<file path="config.mk">
export PLATFORM = sky130hd
export DESIGN_NAME = payload_reader
export DESIGN_NICKNAME = d
export VERILOG_FILES = /design/src/design/rx_pkg.sv /design/src/design/payload_reader.sv
export SDC_FILE = /design/constraint.sdc
export NUM_CORES = 1
export LEC_CHECK = 0
export ABC_AREA = 1
export CAP_MARGIN = 20
export CORE_MARGIN = 8
export CORE_UTILIZATION = 30
export CTS_BUF_LIST = sky130_fd_sc_hd__clkbuf_2 sky130_fd_sc_hd__clkbuf_4 sky130_fd_sc_hd__clkbuf_8
export CTS_CLUSTER_SIZE = 24
export DETAILED_ROUTE_END_ITERATION = 10
export DONT_BUFFER_PORTS = 1
export PLACE_DENSITY = 0.44
export REMOVE_ABC_BUFFERS = 1
export SLEW_MARGIN = 10
export SYNTH_ARGS = -nofsm -noshare
export SYNTH_HDL_FRONTEND = slang
export SYNTH_SLANG_ARGS = --single-unit
</file>
<file path="constraint.sdc">
create_clock -name gmii_clk -period 3.15 [get_ports gmii_clk]
set_input_delay 0.315 -clock gmii_clk [delete_from_list [all_inputs] [get_ports gmii_clk]]
set_output_delay 0.315 -clock gmii_clk [all_outputs]
set_load 0.02 [all_outputs]
</file>
<file path="src/design/rx_pkg.sv">
package rx_pkg;

    ////////////////////////////////////////////////////////////
    // framing and protocol constants
    localparam logic [7:0]  PRE_BYTE       = 8'h55;
    localparam logic [7:0]  SFD_BYTE       = 8'hd5;
    localparam logic [15:0] ETHERTYPE_IPV4 = 16'h0800;
    localparam logic [7:0]  IP_VER_IHL     = 8'h45;
    localparam logic [7:0]  IP_PROTO_UDP   = 8'd17;

    localparam int HDR_BYTES    = 34;   // 14 eth + 20 ipv4
    localparam int IP_HDR_BYTES = 20;
    localparam int MIN_PAYLOAD  = 26;   // pads the frame to 64 bytes
    localparam int FCS_BYTES    = 4;
    localparam int LEN_W        = 11;
    localparam int MAX_PAYLOAD  = 1480;

    ////////////////////////////////////////////////////////////
    // received header, first byte on the wire in the top bits
    typedef union packed {
        struct packed {
            logic [47:0] dst_mac;
            logic [47:0] src_mac;
            logic [15:0] ethertype;
            logic [7:0]  ver_ihl;
            logic [7:0]  tos;
            logic [15:0] total_len;
            logic [15:0] id;
            logic [15:0] flags_frag;
            logic [7:0]  ttl;
            logic [7:0]  proto;
            logic [15:0] hdr_csum;
            logic [31:0] src_ip;
            logic [31:0] dst_ip;
        } fields;
        logic [16:0][15:0] words;   // words[9:0] span the ip header
    } rx_header_u;

endpackage
</file>
<file path="src/design/payload_reader.sv">
`timescale 1ns/1ns

module payload_reader (
    input  logic                     gmii_clk,
    input  logic                     gmii_rst,
    input  logic [7:0]               data_byte_q,
    input  logic                     data_sop_q,
    input  logic                     data_eop_q,
    input  logic                     data_empty,
    input  logic [rx_pkg::LEN_W-1:0] meta_len_q,
    input  logic                     meta_good_q,
    input  logic                     meta_empty,
    output logic                     data_rd,
    output logic                     meta_rd,
    output logic [7:0]               dout,
    output logic                     dout_vld,
    output logic                     dout_sop,
    output logic                     dout_eop,
    output logic [rx_pkg::LEN_W-1:0] dout_len
);
    logic draining;

    // a record means the whole frame is already stored
    assign data_rd = draining && !data_empty;
    assign meta_rd = data_rd && data_eop_q;

    always_ff @(posedge gmii_clk) begin
        if (gmii_rst) begin
            draining <= 1'b0;
            dout_vld <= 1'b0;
            dout_sop <= 1'b0;
            dout_eop <= 1'b0;
        end else begin
            if (meta_rd)
                draining <= 1'b0;
            else if (!meta_empty)
                draining <= 1'b1;
            dout_vld <= data_rd && meta_good_q;   // bad frames drain silently
            dout_sop <= data_rd && meta_good_q && data_sop_q;
            dout_eop <= meta_rd && meta_good_q;
        end
    end

    always_ff @(posedge gmii_clk) begin
        dout <= data_byte_q;
        if (data_rd && data_sop_q)
            dout_len <= meta_len_q;   // held until the next frame
    end

endmodule

</file>
==> results.json, run 1 <==
{
  "reg2reg_from": "draining$_SDFFE_PP0N_",
  "fin_skew_ns": 0.000262,
  "r2r_setup_slack_ns": 1.84,
  "layout_commonest_cell": "dfxtp_1",
  "startpoint": "draining$_SDFFE_PP0N_",
  "path_clk_slew_ns": 0.11,
  "ys_top_cells_by_area": "edfxtp_1 (51%), dfxtp_1 (37%), nand2_1 (2.9%)",
  "portBuffers": 0,
  "dr.pass1.iters": 2,
  "routed_wl_um": 1430,
  "die_x_um": 62.3,
  "startpoint_type": "flop",
  "drv_slew": 0,
  "core_area_mm2": 0.00200,
  "synth_area_um2": 644,
  "wl_per_cell_um": 20.2,
  "postCtsHoldBufs": 0,
  "initial_core_util_pct": 32.2,
  "cts_root_buf": "clkbuf_4",
  "fin_crit_sh_pct": 45.1,
  "fmaxAchievable_mhz": 704,
  "p_leak_nw": 0.269,
  "fill_cells": 205,
  "yosysTopAreaCellShare_pct": 51.3,
  "yosys_warnings": 0,
  "crit_type": "reg2out",
  "cts_resized": 0,
  "post-route-util_pct": 35.4,
  "arrival_ns": 1.11,
  "outcome": "finished, final reports clean",
  "dp.cells": 67,
  "post-cts-setup-buffers": 0,
  "rows": 16,
  "worstMarginPinSlew_ns": 0.450,
  "yosys.area.top_type": "edfxtp_1",
  "cts_buffers": 3,
  "drive_gt1_share_pct": 15.9,
  "antenna_found_initial": 0,
  "yosysSeqAreaShare_pct": 88.5,
  "grt_max_degree": 13,
  "synthToLayoutAreaGrowth_pct": 9.90,
  "clk_latency_ns": 0.29,
  "htreeDepth": 1,
  "top_layer": "met3",
  "cp-end-kind": "output port",
  "postRouteAntennaNets": 0,
  "tritoncts": "done",
  "rr_worst_depth": 4,
  "wl_met2_um": 843,
  "setup_violations": 0,
  "grt_setup_unrepaired": "no",
  "grt_pass1_vias": 383,
  "dpl.hpwl_um": 1250,
  "path_max_fanout": 2,
  "grt_usage_pct": 7.19,
  "wl_met3_um": 184,
  "final_cell_mix": "dfxtp_1 (12), edfxtp_1 (11), nand2_1 (5), nor2_1 (5)",
  "fin_nets": 71,
  "hp-start": "data_byte_q[1]",
  "finalHoldViolations": 0,
  "yosys.cell_types.count": 8,
  "die_y_um": 62.3,
  "ir_drop_mv": 0.212,
  "whs_path_depth": 0,
  "drv_cap": 0,
  "gp_congestion": 0.653,
  "hold_class": "in2reg",
  "grt_pass1_wl_um": 2050,
  "tns_ns": 0,
  "vias": 300,
  "rr_endpoint": "dout_len[8]$_DFFE_PP_",
  "avgSynthCellArea_um2": 16.1,
  "relSlewSlack_pct": 69.9,
  "cts.sinks": 23,
  "layout.cells.non_filler": 71,
  "avgViaCountPerCell": 4.23,
  "p_per_area_mw_per_mm2": 686,
  "holdPathEnd": "dout[1]$_DFF_P_",
  "die_area_mm2": 0.00389,
  "first_iter_violations": 1,
  "ys_ff_latch": 23,
  "post-route-min-period_ns": 1.42,
  "required_ns": 2.83,
  "cts_buffer_depth": 2,
  "netlist_instances": 40,
  "antenna_cells": 0,
  "wl_met1_um": 403,
  "grt-ovfl-total": 0,
  "drc": 0,
  "ios": 50
}
[critical path, stage by stage, from the launching register on]
cell	delay, ns
dfxtp_1	0.37
nand2_1	0.08
nor2_1	0.36
[where the power goes]
part           switching, mW  leakage [nW]  internal, mW
clock network         0.0770        0.0184        0.0579
logic                0.00796        0.0503       0.00254
registers             0.0163         0.200         0.324
[routing by layer]
metal / up-vias / GRT usage [%]
li1: 134 / -
met1: 141 / 4.87
met2: 25 / 13.7
met3: 0 / 4.84
met4: 0 / 4.27
met5: - / 0
[cells in the mapped netlist]
library cell   n
edfxtp_1      11
nand2_1        5
dfxtp_1       12
inv_2          1
nand2_2        1
nor2_4         1
inv_1          4
nor2_1         5
[worst max-delay path by stage]
stage | to | slack [ns] | depth (start not counted)
floorplan | dout_len[0]$_DFFE_PP_ | 1.97 | 4
global placement | dout_len[8]$_DFFE_PP_ | 1.88 | 4
detailed placement | dout_len[10]$_DFFE_PP_ | 1.81 | 4
CTS | meta_rd | 1.70 | 2
global route | meta_rd | 1.64 | 2
finish | meta_rd | 1.73 | 2
[flip-flops by register name (all words and copies together) (netlist names)]
name,count
dout_len,11
dout,8
dout_eop,1
dout_sop,1
dout_vld,1
draining,1
[final cells by class]
cell class | count | area [um^2] | share of cell area, %
multi-input cells | 12 | 55.1 | 7.77
well taps | 27 | 33.8 | 4.77
clock buffers | 4 | 30.0 | 4.24
flip-flops and latches | 23 | 571 | 80.6
inverters | 5 | 18.8 | 2.65
[logic make-up after synthesis]
logic type,Yosys count,synth area share [%]
buf+inv,5,2.91
flops,23,88.5
simple gates,12,8.54
[metrics by stage]
stage / setup slack, ns / instance area, um^2 / hold slack, ns / power [mW]
CTS: 1.70 / 708 / 0.0195 / 0.495
floorplan: 1.97 / 644 / 0.343 / 0.355
global route: 1.64 / 708 / 0.00604 / 0.507
finish: 1.73 / 708 / 0.0354 / 0.486
detailed placement: 1.81 / 678 / 0.343 / 0.359
global placement: 1.88 / 678 / 0.343 / 0.358
Note: power is estimated with default switching activity, not from simulation.
==> inputs of run 2 (changes only) <==
ABC_AREA = 0   (was 1)
PLACE_DENSITY = 0.45   (was 0.44)
clock period = 1.1 ns   (was 3.15 ns; I/O delays follow)
==> results.json, run 2 <==
{
  "path_max_fanout": 2,
  "die_x_um": 61.9,
  "yosys.area.top_type": "edfxtp_1",
  "first_iter_violations": 1,
  "synth_top_family_by_area": "simple AND/OR/NAND/NOR gates",
  "dpl.hpwl_um": 1170,
  "yosysTopAreaCellShare_pct": 52.3,
  "cts_root_buf": "clkbuf_4",
  "synth_most_common_cell": "dfxtp_1",
  "ir_drop_mv": 0.765,
  "grt_usage_pct": 6.92,
  "yosysSeqAreaShare_pct": 90.3,
  "drc": 0,
  "synth_ff_type": "dfxtp_1",
  "yosys.cell_types.count": 8,
  "async_flop_share_pct": 0,
  "whs_ns": 0.0444,
  "dr.pass1.iters": 2,
  "drive_gt1_share_pct": 19.4,
  "initial_core_util_pct": 31.9,
  "worstMarginPinSlew_ns": 0.236,
  "grt-ovfl-total": 0,
  "synth_compound_area_share_pct": 0,
  "hold_class": "in2reg",
  "arrival_ns": 0.98,
  "required_ns": 0.99,
  "regArea_um2": 572,
  "cp-end-kind": "output port",
  "clk_latency_ns": 0.29,
  "fin_skew_ns": 0.000510,
  "ios": 50,
  "avgViaCountPerCell": 4.11,
  "rows": 16,
  "relSlewSlack_pct": 84.2,
  "largestRegisters": "dout_len (11), dout (8)",
  "crit_type": "reg2out",
  "gp_congestion": 0.604,
  "drv_slew": 0,
  "synth-simple-area-share_pct": 9.70,
  "ys_ff_latch": 23,
  "ys_top_cells_by_area": "edfxtp_1 (52%), dfxtp_1 (38%), and2_1 (3.0%)",
  "tritoncts": "done",
  "grt_pass1_vias": 427,
  "grt_pass1_wl_um": 1910,
  "cts_buffers": 3,
  "rr_worst_depth": 3,
  "reg2reg_from": "draining$_SDFFE_PP0N_",
  "post-place-ws_ns": 0.0317,
  "antenna_cells": 0,
  "netlist_instances": 31,
  "synth_area_um2": 632,
  "htreeDepth": 1,
  "synthMuxAreaShare_pct": 0,
  "fill_cells": 171,
  "layout_commonest_cell": "dlygate4sd3_1",
  "r2r_setup_slack_ns": 0.04,
  "synthToLayoutAreaGrowth_pct": 55.0,
  "final_cell_mix": "dlygate4sd3_1 (23), dfxtp_1 (11), edfxtp_1 (11)",
  "largest_register_ffs": 11,
  "core_area_mm2": 0.00198,
  "synth_edf_count": 11,
  "cts_buffer_depth": 2,
  "fin_crit_sh_pct": 99.0,
  "synthAdderAreaFrac_pct": 0,
  "cp-endpoint": "meta_rd",
  "rr_endpoint": "dout_len[3]$_DFFE_PP_",
  "grt_max_degree": 13,
  "vias": 366,
  "p_per_area_mw_per_mm2": 1490,
  "portBuffers": 0,
  "synth_xor_xnor_area_share_pct": 0,
  "postRouteAntennaNets": 0,
  "die_area_mm2": 0.00383,
  "grt_setup_unrepaired": "yes",
  "fin_ws_ns": 0.0108,
  "largest_register": "dout_len",
  "antenna_found_initial": 0,
  "multiInputGateArea_um2": 63.8,
  "routed_wl_um": 1390,
  "cts.sinks": 23,
  "setup_violations": 0,
  "path_clk_slew_ns": 0.11,
  "post-route-min-period_ns": 1.09,
  "yosys_warnings": 0,
  "synthTopCellsByCount": "dfxtp_1 (12), edfxtp_1 (11), and2_1 (3)",
  "startpoint_type": "flop",
  "avgSynthCellArea_um2": 20.4,
  "finalHoldViolations": 0,
  "fmaxAchievable_mhz": 918,
  "drv_cap": 0,
  "wl_per_cell_um": 15.7,
  "p_leak_nw": 0.374,
  "die_y_um": 61.9,
  "fin_nets": 89,
  "startpoint": "draining$_SDFFE_PP0N_",
  "outcome": "finished, final reports clean"
}
run 2: cell count changes after synthesis, sizes merged:
cell / before / now
and2: 0 / 3
and2b: 0 / 1
nand2: 6 / 0
inv: 5 / 0
and4bb: 0 / 1
nor3: 0 / 1
and3b: 0 / 1
nor2b: 0 / 1
nor2: 6 / 0
run 2: report_power, final:
| part | leakage [nW] | switching (mW) | internal (mW) |
|---|---|---|---|
| combinational | 0.155 | 0.0271 | 0.0789 |
| clock | 0.0184 | 0.209 | 0.165 |
| sequential | 0.200 | 0.0467 | 0.929 |
| total | 0.374 | 0.283 | 1.17 |
run 2: how the worst min path moves through the flow:
| stage | start | end | slack (ns) | cells past startpoint |
|---|---|---|---|---|
| finish | gmii_rst | dout_vld$_SDFF_PP0_ | 0.04 | 1 |
| global route | gmii_rst | dout_vld$_SDFF_PP0_ | 0.02 | 1 |
| CTS | gmii_rst | dout_vld$_SDFF_PP0_ | 0.03 | 1 |
| detailed placement | data_byte_q[6] | dout[6]$_DFF_P_ | 0.14 | 0 |
| global placement | data_byte_q[4] | dout[4]$_DFF_P_ | 0.14 | 0 |
| floorplan | data_byte_q[0] | dout[0]$_DFF_P_ | 0.14 | 0 |
run 2: logic make-up after synthesis:
kind of cell	Yosys count
AND/OR/NAND/NOR	8
flip-flops	23
run 2: area by class of cell:
cell class                 count  area share (%)
sequential                    23            58.4
timing repair buffer          27            28.6
multi-input combinational      8            6.51
tap                           27            3.45
clock buffer                   4            3.07
run 2: what timing repair did:
item	CTS	global route
hold buffers	23	0
endpoints found under the setup margin	1	13
gates cloned	0	0
hold endpoints to repair	22	0
pin swaps	1	0
gates resized for setup	3	1
buffers inserted	1	0
run 2: through the flow:
step | total power, mW | TNS, ns | instance area [um^2] | instances | utilization [%]
global route | 1.53 | -0.0775 | 980 | 89 | 49.4
detailed placement | 1.03 | 0 | 701 | 61 | 35.4
CTS | 1.49 | -0.0108 | 977 | 89 | 49.3
floorplan | 1.01 | -1.54 | 632 | 31 | -
global placement | 1.03 | 0 | 701 | 61 | 35.4
finish | 1.46 | 0 | 980 | 89 | 49.4
run 2: routing by layer:
layer | GRT usage (%) | vias up | wire length (um)
met3 | 3.29 | 0 | 120
met5 | 0 | - | 0
met2 | 13.4 | 28 | 771
met1 | 6.08 | 169 | 501
li1 | - | 169 | -
met4 | 1.95 | 0 | 0
run 2: worst max-delay path, stage by stage, from the launching register on:
cell and delay (ns):
dfxtp_2 0.35, buf_6 0.09, and3b_2 0.25
==> inputs of run 3 (changes only) <==
GPL_TIMING_DRIVEN = 0   (was unset)
PLACE_DENSITY = 0.44   (was 0.45)
clock period = 1.2 ns   (was 1.1 ns; I/O delays follow)
==> results.json, run 3 (same netlist as run 2, synthesis figures left out) <==
{
  "cts_buffers": 3,
  "layout.cells.non_filler": 84,
  "fin_skew_ns": 0.00366,
  "initial_core_util_pct": 31.9,
  "fin_nets": 84,
  "clkPwrFrac_pct": 26.1,
  "avgViaCountPerCell": 4.15,
  "die_y_um": 61.9,
  "multiInputGateArea_um2": 63.8,
  "tritoncts": "done",
  "fmaxAchievable_mhz": 876,
  "core_area_mm2": 0.00198,
  "grt_pass1_wl_um": 1850,
  "worstMarginPinSlew_ns": 0.241,
  "grt_pass1_vias": 388,
  "htreeDepth": 1,
  "swShare_pct": 19.3,
  "drc": 0,
  "largest_register": "dout_len",
  "grt-ovfl-total": 0,
  "whs_path_depth": 2,
  "path_max_fanout": 11,
  "cts_buffer_depth": 2,
  "rows": 16,
  "pwr-share-seq_pct": 68.2,
  "post-cts-setup-buffers": 0,
  "drv_cap": 0,
  "ios": 50,
  "fill_cells": 178,
  "drv_slew": 0,
  "final_cell_mix": "dlygate4sd3_1 (22), dfxtp_1 (12), edfxtp_1 (11)",
  "die_area_mm2": 0.00383,
  "relSlewSlack_pct": 83.9,
  "rr_worst_depth": 2,
  "finalHoldViolations": 0,
  "p_per_area_mw_per_mm2": 1430,
  "startpoint_type": "flop",
  "portBuffers": 0,
  "routed_wl_um": 1330,
  "die_x_um": 61.9,
  "antenna_found_initial": 0,
  "post-route-min-period_ns": 1.14,
  "synthToLayoutAreaGrowth_pct": 45.3,
  "grt_setup_unrepaired": "no",
  "path_clk_slew_ns": 0.11,
  "dp.cells": 58,
  "vias": 349,
  "whs_ns": 0.0211,
  "largest_register_ffs": 11,
  "grt_max_degree": 13,
  "dr.pass1.iters": 2,
  "drive_gt1_share_pct": 12.3,
  "power_switching_mw": 0.253,
  "cp-end-kind": "flop",
  "post-route-util_pct": 46.3,
  "p_total_mw": 1.31,
  "intPower_mw": 1.06,
  "largestRegisters": "dout_len (11), dout (8)",
  "layout_commonest_cell": "dlygate4sd3_1",
  "setup_violations": 0,
  "cts_root_buf": "clkbuf_4",
  "gp_congestion": 0.613,
  "hold_class": "in2reg",
  "arrival_ns": 1.14,
  "clk_latency_ns": 0.29,
  "cts.sinks": 23,
  "wl_per_cell_um": 15.8,
  "ir_drop_mv": 0.838,
  "first_iter_violations": 2,
  "combPwrFrac_pct": 5.7,
  "grt_usage_pct": 6.75,
  "fin_crit_sh_pct": 95.1,
  "required_ns": 1.20,
  "post-place-ws_ns": -0.164,
  "postRouteAntennaNets": 0,
  "dpl.hpwl_um": 1120,
  "regArea_um2": 571,
  "outcome": "finished, final reports clean",
  "antenna_cells": 0,
  "p_leak_nw": 0.344,
  "crit_type": "reg2reg",
  "fin_ws_ns": 0.0587
}
## run 3: cell types whose count changed in the layout (fill, tap and decap cells not counted), sizes merged
cell,before,now
buf,4,0
dlygate4sd3,23,22
## run 3: critical path, stage by stage (launching register included)
cell and delay (ns):
dfxtp_1 0.38, and2b_2 0.23, and2_4 0.24
## run 3: power groups by stage
stage | Combinational (mW) | Clock [mW] | Sequential, mW
5_1_grt | 0.0829 | 0.393 | 0.897
3_5_place_dp | 0.0189 | 0 | 0.914
6_report | 0.0754 | 0.342 | 0.894
3_3_place_gp | 0.0187 | 0 | 0.913
2_1_floorplan | 0.0167 | 0 | 0.907
4_1_cts | 0.0762 | 0.361 | 0.895
## run 3: per-layer routing
layer	wire (um)	up-vias	track usage (%)
met1	486	158	6.10
li1	-	160	-
met2	685	31	12.9
met5	0	-	0
met4	0	0	0.974
met3	157	0	3.91
## run 3: area by class of cell
type | instances | area share [%]
timing repair buffer | 22 | 24.0
sequential | 23 | 62.1
multi-input combinational | 8 | 6.95
tap | 27 | 3.68
clock buffer | 4 | 3.27
## run 3: metrics by stage
stage                     area, um^2  setup TNS (ns)
after floorplan                  632          -0.438
after global placement           666           -1.56
after detailed placement         666           -1.80
after CTS                        918               0
after global routing             918               0
final                            918               0
## run 3: final timing paths
kind / endpoint / slack [ns] / startpoint
setup reg to reg: dout_len[7]$_DFFE_PP_ / 0.06 / draining$_SDFFE_PP0N_
hold reg to reg: draining$_SDFFE_PP0N_ / 0.54 / draining$_SDFFE_PP0N_
setup / recovery: dout_len[7]$_DFFE_PP_ / 0.06 / draining$_SDFFE_PP0N_
hold / removal: draining$_SDFFE_PP0N_ / 0.02 / meta_empty
## run 3: what timing repair did
item | 4_1_cts | 5_1_grt
hold endpoints to repair | 22 | 0
hold buffers | 22 | 0
resized for setup | 2 | 0
endpoints found under the setup margin | 11 | 0
