## config.mk

```make
export PLATFORM = sky130hd
export DESIGN_NAME = gmii_frame_parser
export DESIGN_NICKNAME = d
export VERILOG_FILES = /design/src/design/rx_pkg.sv /design/src/design/gmii_frame_parser.sv /design/src/design/eth_crc32.sv
export SDC_FILE = /design/constraint.sdc
export NUM_CORES = 1
export LEC_CHECK = 0
export ABC_AREA = 1
export BUFFER_PORTS_ARGS = -buffer_cell sky130_fd_sc_hd__buf_2
export CAP_MARGIN = 20
export CORE_AREA = 2 2 198 200
export DETAILED_ROUTE_END_ITERATION = 6
export DIE_AREA = 0 0 200 202
export GPL_TIMING_DRIVEN = 0
export PLACE_DENSITY = 0.67
export REMOVE_ABC_BUFFERS = 1
export SYNTH_ARGS = -nofsm -noshare
export SYNTH_HDL_FRONTEND = slang
export SYNTH_HIERARCHICAL = 1
export SYNTH_SLANG_ARGS = --single-unit
```

## constraint.sdc

```tcl
create_clock -name gmii_clk -period 11.73 [get_ports gmii_clk]
set_input_delay 2.346 -clock gmii_clk [delete_from_list [all_inputs] [get_ports gmii_clk]]
set_output_delay 2.346 -clock gmii_clk [all_outputs]
set_load 0.1 [all_outputs]
```

## src/design/rx_pkg.sv

```systemverilog
package rx_pkg;

    ////////////////////////////////////////////////////////////
    // framing and protocol constants
    localparam logic [7:0]  PRE_BYTE       = 8'h55;
    localparam logic [7:0]  SFD_BYTE       = 8'hd5;
    localparam logic [15:0] ETHERTYPE_IPV4 = 16'h0800;
    localparam logic [7:0]  IP_VER_IHL     = 8'h45;
    localparam logic [7:0]  IP_PROTO_UDP   = 8'd17;

    localparam int HDR_BYTES    = 34;   // 14 eth + 20 ipv4
    localparam int IP_HDR_BYTES = 20;
    localparam int MIN_PAYLOAD  = 26;   // pads the frame to 64 bytes
    localparam int FCS_BYTES    = 4;
    localparam int LEN_W        = 11;
    localparam int MAX_PAYLOAD  = 1480;

    ////////////////////////////////////////////////////////////
    // received header, first byte on the wire in the top bits
    typedef union packed {
        struct packed {
            logic [47:0] dst_mac;
            logic [47:0] src_mac;
            logic [15:0] ethertype;
            logic [7:0]  ver_ihl;
            logic [7:0]  tos;
            logic [15:0] total_len;
            logic [15:0] id;
            logic [15:0] flags_frag;
            logic [7:0]  ttl;
            logic [7:0]  proto;
            logic [15:0] hdr_csum;
            logic [31:0] src_ip;
            logic [31:0] dst_ip;
        } fields;
        logic [16:0][15:0] words;   // words[9:0] span the ip header
    } rx_header_u;

endpackage
```

## src/design/gmii_frame_parser.sv

```systemverilog
`timescale 1ns/1ns

module gmii_frame_parser #(
    parameter logic [31:0] local_ip   = {8'd192, 8'd168, 8'd1, 8'd100},
    parameter int          ifg_cycles = 20
) (
    input  logic                     gmii_clk,
    input  logic                     gmii_rst,
    input  logic                     gmii_rx_dv,
    input  logic [7:0]               gmii_rd,
    input  logic [11:0]              data_free,
    input  logic                     meta_full,
    output logic                     data_wr,
    output logic [7:0]               data_byte,
    output logic                     data_sop,
    output logic                     data_eop,
    output logic                     meta_wr,
    output logic [rx_pkg::LEN_W-1:0] meta_len,
    output logic                     meta_good
);
    import rx_pkg::*;

    localparam int IFG_W = $clog2(ifg_cycles) + 1;

    localparam logic [2:0] S_IDLE = 3'd0;
    localparam logic [2:0] S_PRE  = 3'd1;
    localparam logic [2:0] S_HDR  = 3'd2;
    localparam logic [2:0] S_PAY  = 3'd3;
    localparam logic [2:0] S_FCS  = 3'd4;
    localparam logic [2:0] S_ERR  = 3'd5;   // also waits out the gap
    localparam logic [2:0] S_FIN  = 3'd6;

    logic [2:0]       state, state_nx;
    logic             rx_flag;
    logic [IFG_W-1:0] cnt_ifg;
    logic             end_ifg;
    logic             start;
    logic             in_vld;
    logic [7:0]       in_byte;
    logic [LEN_W-1:0] cnt;
    rx_header_u       hdr, hdr_nx;
    logic [19:0]      csum_sum;
    logic [16:0]      csum_f1;
    logic [15:0]      csum_f2;
    logic [15:0]      ip_len;
    logic             hdr_ok;
    logic             room;
    logic [LEN_W-1:0] pay_len, pay_end;
    logic [23:0]      fcs_rx;
    logic [31:0]      fcs;
    logic             fcs_ok;
    logic             good;

    ////////////////////////////////////////////////////////////
    // input register and frame gap

    assign start   = (state == S_IDLE) && !rx_flag && gmii_rx_dv && (gmii_rd == PRE_BYTE);
    assign end_ifg = rx_flag && !gmii_rx_dv && (cnt_ifg == IFG_W'(ifg_cycles - 1));

    always_ff @(posedge gmii_clk) begin
        if (gmii_rst) begin
            rx_flag <= 1'b0;
            cnt_ifg <= '0;
            in_vld  <= 1'b0;
        end else begin
            if (start)
                rx_flag <= 1'b1;
            else if (end_ifg)
                rx_flag <= 1'b0;
            if (gmii_rx_dv || end_ifg)
                cnt_ifg <= '0;
            else if (rx_flag)
                cnt_ifg <= cnt_ifg + 1'b1;
            in_vld <= gmii_rx_dv && (rx_flag || start);
        end
    end

    always_ff @(posedge gmii_clk) begin
        in_byte <= gmii_rd;
    end

    ////////////////////////////////////////////////////////////
    // header decode on the last header byte

    assign hdr_nx = {hdr.words[16][7:0], hdr.words[15:0], in_byte};
    assign ip_len = hdr_nx.fields.total_len;

    // ones' complement sum over the ten ip header words
    always_comb begin
        csum_sum = '0;
        for (int i = 0; i < 10; i++) begin
            csum_sum = csum_sum + 20'(hdr_nx.words[i]);
        end
        csum_f1 = 17'(csum_sum[15:0]) + 17'(csum_sum[19:16]);
        csum_f2 = csum_f1[15:0] + 16'(csum_f1[16]);
    end

    assign hdr_ok = (hdr_nx.fields.ethertype == ETHERTYPE_IPV4) &&
                    (hdr_nx.fields.ver_ihl == IP_VER_IHL) &&
                    (hdr_nx.fields.ttl != 8'd0) &&
                    (hdr_nx.fields.proto == IP_PROTO_UDP) &&
                    (hdr_nx.fields.dst_ip == local_ip) &&
                    (ip_len > 16'(IP_HDR_BYTES)) &&
                    (ip_len <= 16'(IP_HDR_BYTES + MAX_PAYLOAD)) &&
                    (csum_f2 == 16'hffff);

    assign room    = (data_free >= 12'(MAX_PAYLOAD)) && !meta_full;
    assign pay_end = (pay_len < LEN_W'(MIN_PAYLOAD)) ? LEN_W'(MIN_PAYLOAD) : pay_len;
    assign fcs_ok  = ({fcs_rx, in_byte} == fcs);

    ////////////////////////////////////////////////////////////
    // frame FSM

    always_comb begin
        state_nx = state;
        case (state)
            S_IDLE: begin
                if (start)
                    state_nx = S_PRE;
            end
            S_PRE: begin
                if (!in_vld)
                    state_nx = S_ERR;
                else if (cnt == LEN_W'(7))
                    state_nx = (in_byte == SFD_BYTE && room) ? S_HDR : S_ERR;
                else if (in_byte != PRE_BYTE)
                    state_nx = S_ERR;
            end
            S_HDR: begin
                if (!in_vld)
                    state_nx = S_ERR;
                else if (cnt == LEN_W'(HDR_BYTES - 1))
                    state_nx = hdr_ok ? S_PAY : S_ERR;
            end
            S_PAY: begin
                if (!in_vld)
                    state_nx = S_FIN;   // abort, close with a bad record
                else if (cnt == pay_end - 1'b1)
                    state_nx = S_FCS;
            end
            S_FCS: begin
                if (!in_vld || cnt == LEN_W'(FCS_BYTES - 1))
                    state_nx = S_FIN;
            end
            S_FIN: state_nx = S_ERR;
            S_ERR: begin
                if (!rx_flag)
                    state_nx = S_IDLE;
            end
            default: state_nx = S_IDLE;
        endcase
    end

    always_ff @(posedge gmii_clk) begin
        if (gmii_rst) begin
            state <= S_IDLE;
            cnt   <= '0;
        end else begin
            state <= state_nx;
            if (state_nx != state)
                cnt <= '0;   // counts bytes within a state
            else if (in_vld)
                cnt <= cnt + 1'b1;
        end
    end

    always_ff @(posedge gmii_clk) begin
        if (state == S_HDR && in_vld) begin
            hdr     <= hdr_nx;
            pay_len <= LEN_W'(ip_len - 16'(IP_HDR_BYTES));
        end
        if (state == S_FCS && in_vld)
            fcs_rx <= {fcs_rx[15:0], in_byte};
        good <= (state == S_FCS) && in_vld && fcs_ok;   // read only in S_FIN
    end

    eth_crc32 u_crc (
        .gmii_clk  (gmii_clk),
        .gmii_rst  (gmii_rst),
        .crc_clear (state == S_IDLE),
        .crc_en    (in_vld && (state == S_HDR || state == S_PAY)),
        .crc_byte  (in_byte),
        .fcs       (fcs)
    );

    // padding past pay_len is hashed, never stored
    assign data_wr   = (state == S_PAY) && (cnt < pay_len);
    assign data_byte = in_byte;
    assign data_sop  = (cnt == '0);
    assign data_eop  = !in_vld || (cnt == pay_len - 1'b1);
    assign meta_wr   = (state == S_FIN);
    assign meta_len  = pay_len;
    assign meta_good = good;

endmodule

```

## src/design/eth_crc32.sv

```systemverilog
`timescale 1ns/1ns

module eth_crc32 (
    input  logic        gmii_clk,
    input  logic        gmii_rst,
    input  logic        crc_clear,
    input  logic        crc_en,
    input  logic [7:0]  crc_byte,
    output logic [31:0] fcs
);
    localparam logic [31:0] POLY = 32'hedb88320;   // 0x04c11db7 bit-reversed

    logic [31:0] crc;

    // one byte, lsb first as it goes out on the wire
    function automatic logic [31:0] crc_step(input logic [31:0] c, input logic [7:0] d);
        logic [31:0] r;
        r = c;
        for (int i = 0; i < 8; i++) begin
            r = (r[0] ^ d[i]) ? ((r >> 1) ^ POLY) : (r >> 1);
        end
        return r;
    endfunction

    always_ff @(posedge gmii_clk) begin
        if (gmii_rst || crc_clear)
            crc <= '1;
        else if (crc_en)
            crc <= crc_step(crc, crc_byte);
    end

    // low byte is sent first, so it lands in the top of fcs
    assign fcs = ~{crc[7:0], crc[15:8], crc[23:16], crc[31:24]};

endmodule

```

==> out/qor.yml, run 1 <==
status:
  status: "finished clean"
timing:
  hold_viol_final: 0
  rsz0062_at_grt: "no"
  whs_ps: 446
  finalCritPeriodShare: 0.852
  clock.fmax_ghz: 0.100
  worst_slew_pin_slew_ps: 870
  fin_worst_skew_ps: 14.1
  fin_crit_ps: 10000
  slew_violations: 0
  maxSlewHeadroom: 0.419
  setup_viol: 0
  worst_slack_ps: 1730
routing:
  via_per_inst: 5.02
  drtAntennaViolNets: 0
  firstDrtPassIters: 7
  drt-initial-drc-count: 940
  post_drt_wl_per_cell_um: 16.4
  drc_errors: 0
  finalWirelength_mm: 38.3
  vias: 11759
floorplanning:
  die_y_um: 202
  coreArea_um2: 38300
  io_pins: 48
  initial_core_util: 0.435
  num_rows: 72
  die_x_um: 200
  die_area_um2: 40400
synth:
  synthFlopType: "edfxtp_1"
  synth_cells: 1737
  synthArstFlopShare: 0
  ys_seq_area_frac: 0.439
  ys_ff_latch: 264
  avgSynthCellArea_um2: 9.58
  yosysWarnings: 6
  yosysUniqueCellTypes: 54
  syn-cell-area_um2: 16600
  synth-edff-count: 201
min_path:
  hold_end: "hdr[40]"
  hold-path-cell-count: 0
  hold_start: "hdr[32]"
  hp-class: "reg -> reg"
setup_path:
  crit_start: "data_byte[4]"
  arrival_ps: 10480
  slowest_stage: "dfxtp_1"
  start_kind: "flip-flop"
  cpPeakStageDelay_ps: 650
  rrSetupSlack_ps: 1730
  worstReg2RegStart: "data_byte[4]"
  cpMostUsedCell: "nand2_1"
  crit_path_end_kind: "flip-flop"
  path_class: "reg -> reg"
  reg2reg_to: "cnt[2]"
  r2r_cells: 55
  cp.required_ps: 12220
  cp_max_fo: 11
placed_design:
  postPlaceCellArea_um2: 17500
  io_buffers: 44
  pre_cts_ws_ps: 1720
  dp_hpwl_mm: 30.1
  gp_congestion: 0.909
cts:
  path_clk_slew_ps: 60
  cts_buffers: 30
  cts_num_sinks: 264
  cts.htree.levels: 1
  clkLatencyLatePin_ps: 560
  cts_tree: "yes"
  cts_hold_buffers: 0
  cts-root-buf: "clkbuf_16"
  ctsResizeCount: 0
  clockBufferDepth: 3
  post_cts_buffers: 0
cells_and_area:
  num-nets-final: 2006
  most-common-layout-cells: "nand2_1, inv_1, edfxtp_1"
  layout-drive-gt1-share: 0.102
  area_delta_synth_final_pct: 11.8
  fin_area_um2: 18600
  antenna_cells: 0
  layout_commonest_cell: "nand2_1"
power:
  report.power.total_mw: 2.36
  power.leakage_nw: 8.02
  vdd_drop_max_uv: 125
  powerDensity_nw_per_um2: 127
global_routing:
  grt_start_max_net_pins: 35
  antenna_found_initial: 0
  grtUsageTotal: 0.196
  first_global_vias: 11801
  grt_pass1_wl_mm: 62.0
  gr-total-overflow: 0
job:
  maxCapViolations: 0
==> where the power goes <==
part	switching (mW)	internal (mW)	total [mW]
clock	0.373	0.596	0.969
combinational	0.269	0.118	0.387
sequential	0.00953	0.996	1.01
total	0.652	1.71	2.36
==> Yosys cell counts (all sizes together) (29+ instances only) <==
| cell type | count | share of area |
|---|---|---|
| a21oi | 64 | 0.020 |
| dfxtp | 63 | 0.076 |
| edfxtp | 201 | 0.36 |
| fa | 126 | 0.15 |
| ha | 54 | 0.041 |
| inv | 318 | 0.072 |
| nand2 | 397 | 0.096 |
| nand3 | 107 | 0.033 |
| nor2 | 159 | 0.041 |
| o21ai | 35 | 0.011 |
| xnor2 | 29 | 0.015 |
| xor2 | 57 | 0.030 |
==> worst max-delay path: cells and delay by family (launching register included) <==
family	cells	cell delay (ps)
buffers and inverters	6	520
XOR/XNOR	1	170
AND/OR/NAND/NOR	38	4560
flip-flops	1	650
adder cells (fa/ha/maj)	10	4020
==> worst max path at each step <==
stage | end | slack, ps
after CTS | cnt[2] | 1710
after detailed placement | cnt[2] | 1720
after floorplan | state[1] | 2720
final | cnt[2] | 1730
after global routing | cnt[9] | 980
after global placement | state[1] | -710
==> sequential cells by signal, indices dropped and copies added (netlist names) <==
name       flops
cnt           11
cnt_ifg        6
data_byte      8
fcs_rx        24
hdr          168
in_vld         1
meta_good      1
meta_len       9
rx_flag        1
state          3
u_crc/crc     32
==> logic make-up after synthesis <==
kind of cell,count (synthesis),synth area share
AOI/OAI and AO/OA,137,0.0484
xor gates and xnor gates,86,0.0453
adders and majority gates,180,0.192
buffers and inverters,337,0.0790
and+or+nand+nor,733,0.197
DFF,264,0.439
==> area by class of cell <==
cell class	instances	area [um^2]
Fill cell	3501	19700
Multi-Input combinational cell	1136	8040
Sequential cell	264	7300
Inverter	318	1190
Clock buffer	39	816
Tap cell	518	648
Timing Repair Buffer	52	398
Clock inverter	17	204
==> per-stage QoR <==
stage / std cells / util / setup TNS, ps
3_5_place_dp: 2287 / 0.458 / 0
6_report: 2344 / 0.486 / 0
3_3_place_gp: 2280 / 0.454 / -53820
2_1_floorplan: 1718 / - / 0
5_1_grt: 2344 / 0.486 / 0
4_1_cts: 2343 / 0.485 / 0
==> routing by layer <==
metal  up-vias  share of wire  GRT usage
met1      5655           0.44      0.266
li1       5696              -          -
met3        69          0.051     0.0229
met4         0          0.028     0.0548
met5         -              0          0
met2       339           0.48      0.333
No activity file was read; power rests on OpenSTA's default activity.
==> run 2: changes to the inputs <==
Settings changed: ABC_AREA 1 to not set, CORE_AREA 2 2 198 200 to 8 8 201 203, DIE_AREA 0 0 200 202 to 0 0 209 211.
==> run 2 against run 1 <==
  * Maximum frequency is 9.0% lower
  * Critical path depth is 20 lower
  * Critical path type unchanged
  * Combinational power is 7.5% lower
  * Register-to-register slack worse by 990 ps
  * Hold slack better by 3.4 ps
  * Total power is 2.8% lower
  * Largest cell class unchanged
  * Core utilization is 0.21 points lower
  * Count of clock-buffer cells in the layout is 4 higher
  * Highest routed layer unchanged
  * First-iteration DRC count is 16% lower
  * Sequential share of layout area is 1.4 points higher
==> out/qor.yml, run 2 <==
status:
  status: "finished clean"
synth:
  synth-edff-count: 201
  synthFlopType: "edfxtp_1"
  synth_area_leaders: "edfxtp_1, fa_1, dfxtp_1"
  yosysTopAreaCellShare: 0.375
  synth_cells: 1309
  yosysWarnings: 6
  synth_most_common_cell: "inv_1"
  yosys.area.top_type: "edfxtp_1"
  synthArstFlopShare: 0
  syn-cell-area_um2: 16100
  ys_ff_latch: 264
  yosysUniqueCellTypes: 81
  avgSynthCellArea_um2: 12.3
  synthTopCellsByCount: "inv_1, edfxtp_1, fa_1, xnor2_1, nand2_1"
  ys_seq_area_frac: 0.453
cells_and_area:
  most-common-layout-cells: "inv_1, edfxtp_1, fa_1"
  layout-drive-gt1-share: 0.105
  reg_top3: "hdr x168, u_crc/crc x32, fcs_rx x24"
  fin_area_um2: 18000
  utilization: 0.484
  layout_commonest_cell: "inv_1"
  area_delta_synth_final_pct: 11.6
  regMostFlops: "hdr"
  num-nets-final: 1567
  largest_reg_flops: 168
  antenna_cells: 0
global_routing:
  antenna_found_initial: 0
  first_global_vias: 10027
  grt_pass1_wl_mm: 56.5
  grt_start_max_net_pins: 37
  gr-total-overflow: 0
  grtUsageTotal: 0.163
setup_path:
  crit_path_end_kind: "flip-flop"
  arrival_ps: 11410
  cp.required_ps: 12160
  slowest_stage: "fa_1"
  start_kind: "flip-flop"
  path_class: "reg -> reg"
  cp_max_fo: 8
  cpPeakStageDelay_ps: 580
  cpMostUsedCell: "fa_1"
floorplanning:
  die_x_um: 209
  die_y_um: 211
  io_pins: 48
  num_rows: 71
  coreArea_um2: 37100
  die_area_um2: 44100
  initial_core_util: 0.433
timing:
  hold_viol_final: 0
  fin_worst_skew_ps: 17.2
  worst_slack_ps: 744
  fin_crit_ps: 10990
  setup_viol: 0
  slew_violations: 0
  worst_slew_pin_slew_ps: 778
  maxSlewHeadroom: 0.481
  rsz0062_at_grt: "no"
  finalCritPeriodShare: 0.937
  clock.fmax_ghz: 0.0910
cts:
  clkLatencyLatePin_ps: 550
  cts_buffers: 29
  cts.htree.levels: 1
  cts_num_sinks: 264
  clockBufferDepth: 3
  cts-root-buf: "clkbuf_16"
  cts_tree: "yes"
  path_clk_slew_ps: 60
placed_design:
  io_buffers: 44
  pre_cts_ws_ps: 348
  gp_congestion: 0.870
  dp_hpwl_mm: 27.8
  postPlaceCellArea_um2: 17000
power:
  swShare: 0.258
  net-switching-power_uw: 593
  vdd_drop_max_uv: 93.4
  clockPowerShare: 0.405
  combPwrFrac: 0.156
  power.internal_mw: 1.70
  seq_power_share: 0.439
  powerDensity_nw_per_um2: 128
  power.leakage_nw: 7.35
job:
  maxCapViolations: 0
routing:
  drc_errors: 0
  post_drt_wl_per_cell_um: 19.5
  drtAntennaViolNets: 0
  firstDrtPassIters: 5
  vias: 9913
  finalWirelength_mm: 36.3
  via_per_inst: 5.33
  drt-initial-drc-count: 789
min_path:
  hp-class: "reg -> reg"
run 2: changes by cell type in the layout (fill, tap and decap cells not counted), moves of 22 or more:
cell	before	now
inv_1	309	211
xor2_1	57	34
nor2_1	133	51
nand2_2	35	0
nand3_1	103	22
xnor2_1	29	96
a21oi_1	62	40
nand2_1	360	65
run 2: area by class of cell:
class                      count  area, um^2
clock inverter                11         139
clock buffer                  43         841
timing repair buffer          53         385
fill                        3226       19200
tap                          474         593
sequential                   264        7300
inverter                     212         796
multi-input combinational    803        7900
run 2: layer usage:
metal / up-vias / GRT usage / part of all wire
li1: 4595 / - / -
met1: 5000 / 0.224 / 0.45
met2: 267 / 0.271 / 0.48
met3: 51 / 0.0246 / 0.050
met4: 0 / 0.0411 / 0.025
met5: - / 0 / 0
run 2: timing repair:
| action | 4_1_cts | 5_1_grt |
|---|---|---|
| endpoints found under the setup margin | 0 | 2 |
| setup buffers | 0 | 0 |
| hold buffers | 0 | 0 |
| gates resized for setup | 0 | 8 |
run 2: logic make-up (layout without fill, tap and decap cells):
| kind of cell | after synthesis | in the layout | synth area share |
|---|---|---|---|
| AO/OA/AOI/OAI | 167 | 167 | 0.0712 |
| AND/OR/NAND/NOR | 284 | 284 | 0.0961 |
| adder cells (fa/ha/maj) | 180 | 180 | 0.199 |
| XOR/XNOR | 166 | 166 | 0.119 |
| flip-flops | 264 | 264 | 0.453 |
| buffers and inverters | 242 | 319 | 0.0579 |
| multiplexers | 6 | 6 | 0.00373 |
run 2: per-stage QoR:
stage	instances	hold slack, ps	total power [mW]	TNS, ps
after CTS	1860	447	2.31	0
after global routing	1860	456	2.39	0
after detailed placement	1806	433	1.38	0
after floorplan	1279	426	1.29	0
final	1860	449	2.30	0
after global placement	1797	429	1.37	-28480
run 2: power groups by stage:
| stage | clock network [mW] | logic [mW] | registers (mW) |
|---|---|---|---|
| floorplan | 0 | 0.260 | 1.03 |
| global placement | 0 | 0.343 | 1.03 |
| detailed placement | 0 | 0.353 | 1.03 |
| CTS | 0.945 | 0.356 | 1.01 |
| global route | 0.987 | 0.395 | 1.01 |
| finish | 0.929 | 0.358 | 1.01 |
run 2: worst paths after layout:
kind / cells past startpoint / from / slack [ps] / to
setup / recovery: 35 / data_byte[2] / 740 / state[2]
hold / removal: 0 / hdr[158] / 450 / hdr[166]
setup reg to reg: 35 / data_byte[2] / 740 / state[2]
hold reg to reg: 0 / hdr[158] / 450 / hdr[166]
run 2: worst max-delay path, delay by kind of cell (launching register included):
family                   cells  cell delay (ps)
AND/OR/NAND/NOR             11             3500
adder cells (fa/ha/maj)      9             4020
flip-flops                   1              550
AO/OA/AOI/OAI                9             2140
buffers and inverters        5              400
XOR/XNOR                     1              250
==> run 3: changes to the inputs <==
Settings changed: MAX_ROUTING_LAYER set to met4.
==> run 3 against run 2 <==
  * Sequential power is essentially flat
  * Highest routed layer unchanged
  * Critical path depth shrank 1
  * Design area shrank 0.25%
  * Wire length grew 0.42%
  * Register-to-register slack gained 120 ps
  * Sequential share of layout area grew 0.10 points
  * Largest cell class unchanged
  * Non-clock buffer count grew 3
  * Core utilization shrank 0.12 points
  * Worst setup slack gained 120 ps
  * Die area is the same
  * Critical endpoint unchanged
==> out/qor.yml, run 3 (same netlist as run 2, synthesis figures left out) <==
routing:
  firstDrtPassIters: 5
  drtAntennaViolNets: 0
  post_drt_wl_per_cell_um: 19.6
  finalWirelength_mm: 36.5
  drt-initial-drc-count: 776
  drc_errors: 0
  vias: 9801
  via_per_inst: 5.26
cells_and_area:
  area_delta_synth_final_pct: 11.3
  layout_commonest_cell: "inv_1"
  num-nets-final: 1570
  reg_top3: "hdr x168, u_crc/crc x32, fcs_rx x24"
  largest_reg_flops: 168
  fin_cells: 1863
  regMostFlops: "hdr"
  fill_cells: 3248
  most-common-layout-cells: "inv_1, edfxtp_1, fa_1"
  fin_area_um2: 17900
  layout-drive-gt1-share: 0.109
placed_design:
  dp_hpwl_mm: 27.9
  gp_congestion: 0.865
  dpl.cell_count: 1807
  pre_cts_ws_ps: 397
  io_buffers: 44
  postPlaceCellArea_um2: 17000
power:
  powerDensity_nw_per_um2: 124
  vdd_drop_max_uv: 87.8
  power.leakage_nw: 7.34
global_routing:
  grt_pass1_wl_mm: 57.4
  grt_start_max_net_pins: 38
  grtUsageTotal: 0.170
  antenna_found_initial: 1
  gr-total-overflow: 0
  first_global_vias: 10135
timing:
  setup_viol: 0
  finalCritPeriodShare: 0.927
  hold_viol_final: 0
  fin_setup_tns_ps: 0
  worst_slew_pin_slew_ps: 794
  fin_worst_skew_ps: 13.1
  clock.fmax_ghz: 0.0920
  rsz0062_at_grt: "no"
  slew_violations: 0
  worst_slack_ps: 860
  maxSlewHeadroom: 0.470
  fin_crit_ps: 10870
  whs_ps: 444
setup_path:
  cpPeakStageDelay_ps: 590
  crit_path_end_kind: "flip-flop"
  cp_max_fo: 8
  worstReg2RegStart: "data_byte[2]"
  rrSetupSlack_ps: 860
  cp.required_ps: 12150
  crit_start: "data_byte[2]"
  slowest_stage: "or4_1"
  start_kind: "flip-flop"
  path_class: "reg -> reg"
  arrival_ps: 11290
  cpMostUsedCell: "fa_1"
floorplanning:
  die_area_um2: 44100
  num_rows: 71
  coreArea_um2: 37100
  io_pins: 48
  initial_core_util: 0.433
  die_y_um: 211
  die_x_um: 209
cts:
  clkLatencyLatePin_ps: 540
  cts_num_sinks: 264
  cts_hold_buffers: 0
  cts_buffers: 29
  path_clk_slew_ps: 60
  cts_tree: "yes"
  cts-root-buf: "clkbuf_16"
  cts.htree.levels: 1
  clockBufferDepth: 3
status:
  status: "finished clean"
min_path:
  hold_start: "hdr[141]"
  hp-class: "reg -> reg"
job:
  maxCapViolations: 0
==> run 3: cell types whose count changed in the layout (fill, tap and decap cells not counted), moves of 2 or more <==
cell / previous run / this run
bufinv_16: 3 / 1
clkbuf_16: 31 / 29
buf_4: 0 / 2
clkinvlp_4: 0 / 2
clkinv_2: 3 / 10
clkbuf_1: 10 / 6
buf_16: 1 / 4
buf_12: 5 / 3
inv_6: 2 / 0
==> run 3: per-layer routing <==
layer / global-route usage / vias up / wire length [um]
met5: - / - / 0
met4: 0.0365 / 0 / 678
met3: 0.0273 / 43 / 1870
met2: 0.274 / 216 / 17400
met1: 0.227 / 4943 / 16500
li1: - / 4599 / -
==> run 3: layout make-up <==
class | count | area [um^2] | area share
Timing Repair Buffer | 56 | 443 | 0.0247
Sequential cell | 264 | 7300 | 0.408
Clock inverter | 17 | 113 | 0.00629
Inverter | 212 | 796 | 0.0444
Multi-Input combinational cell | 803 | 7900 | 0.441
Antenna cell | 1 | 2.50 | 0.000140
Clock buffer | 36 | 762 | 0.0425
Tap cell | 474 | 593 | 0.0331
==> run 3: final timing paths <==
kind         endpoint  depth (start not counted)
max          state[2]                         34
min          hdr[149]                          0
max reg2reg  state[2]                         34
min reg2reg  hdr[149]                          0
==> run 3: power breakdown <==
| part | switching, mW | internal [mW] | leakage (nW) |
|---|---|---|---|
| combinational | 0.213 | 0.147 | 4.58 |
| clock | 0.366 | 0.481 | 0.434 |
| sequential | 0.0129 | 0.996 | 2.32 |
| total | 0.591 | 1.62 | 7.34 |
==> run 3: timing repair <==
item	in CTS	in global routing
gates resized for setup	0	8
setup buffers	0	2
setup endpoints to repair	0	2
==> run 3: worst max-delay path, delay by kind of cell (launching register included) <==
family                     cells  cell delay [ps]
xor gates and xnor gates       2              400
adders and majority gates      9             4110
buffers and inverters          5              390
DFF                            1              550
AOI/OAI and AO/OA              9             2100
and+or+nand+nor                9             3190
==> run 3: through the flow <==
stage / total power [mW] / utilization
global route: 2.31 / 0.482
finish: 2.22 / 0.482
floorplan: 1.29 / -
global placement: 1.37 / 0.452
detailed placement: 1.38 / 0.458
CTS: 2.23 / 0.481
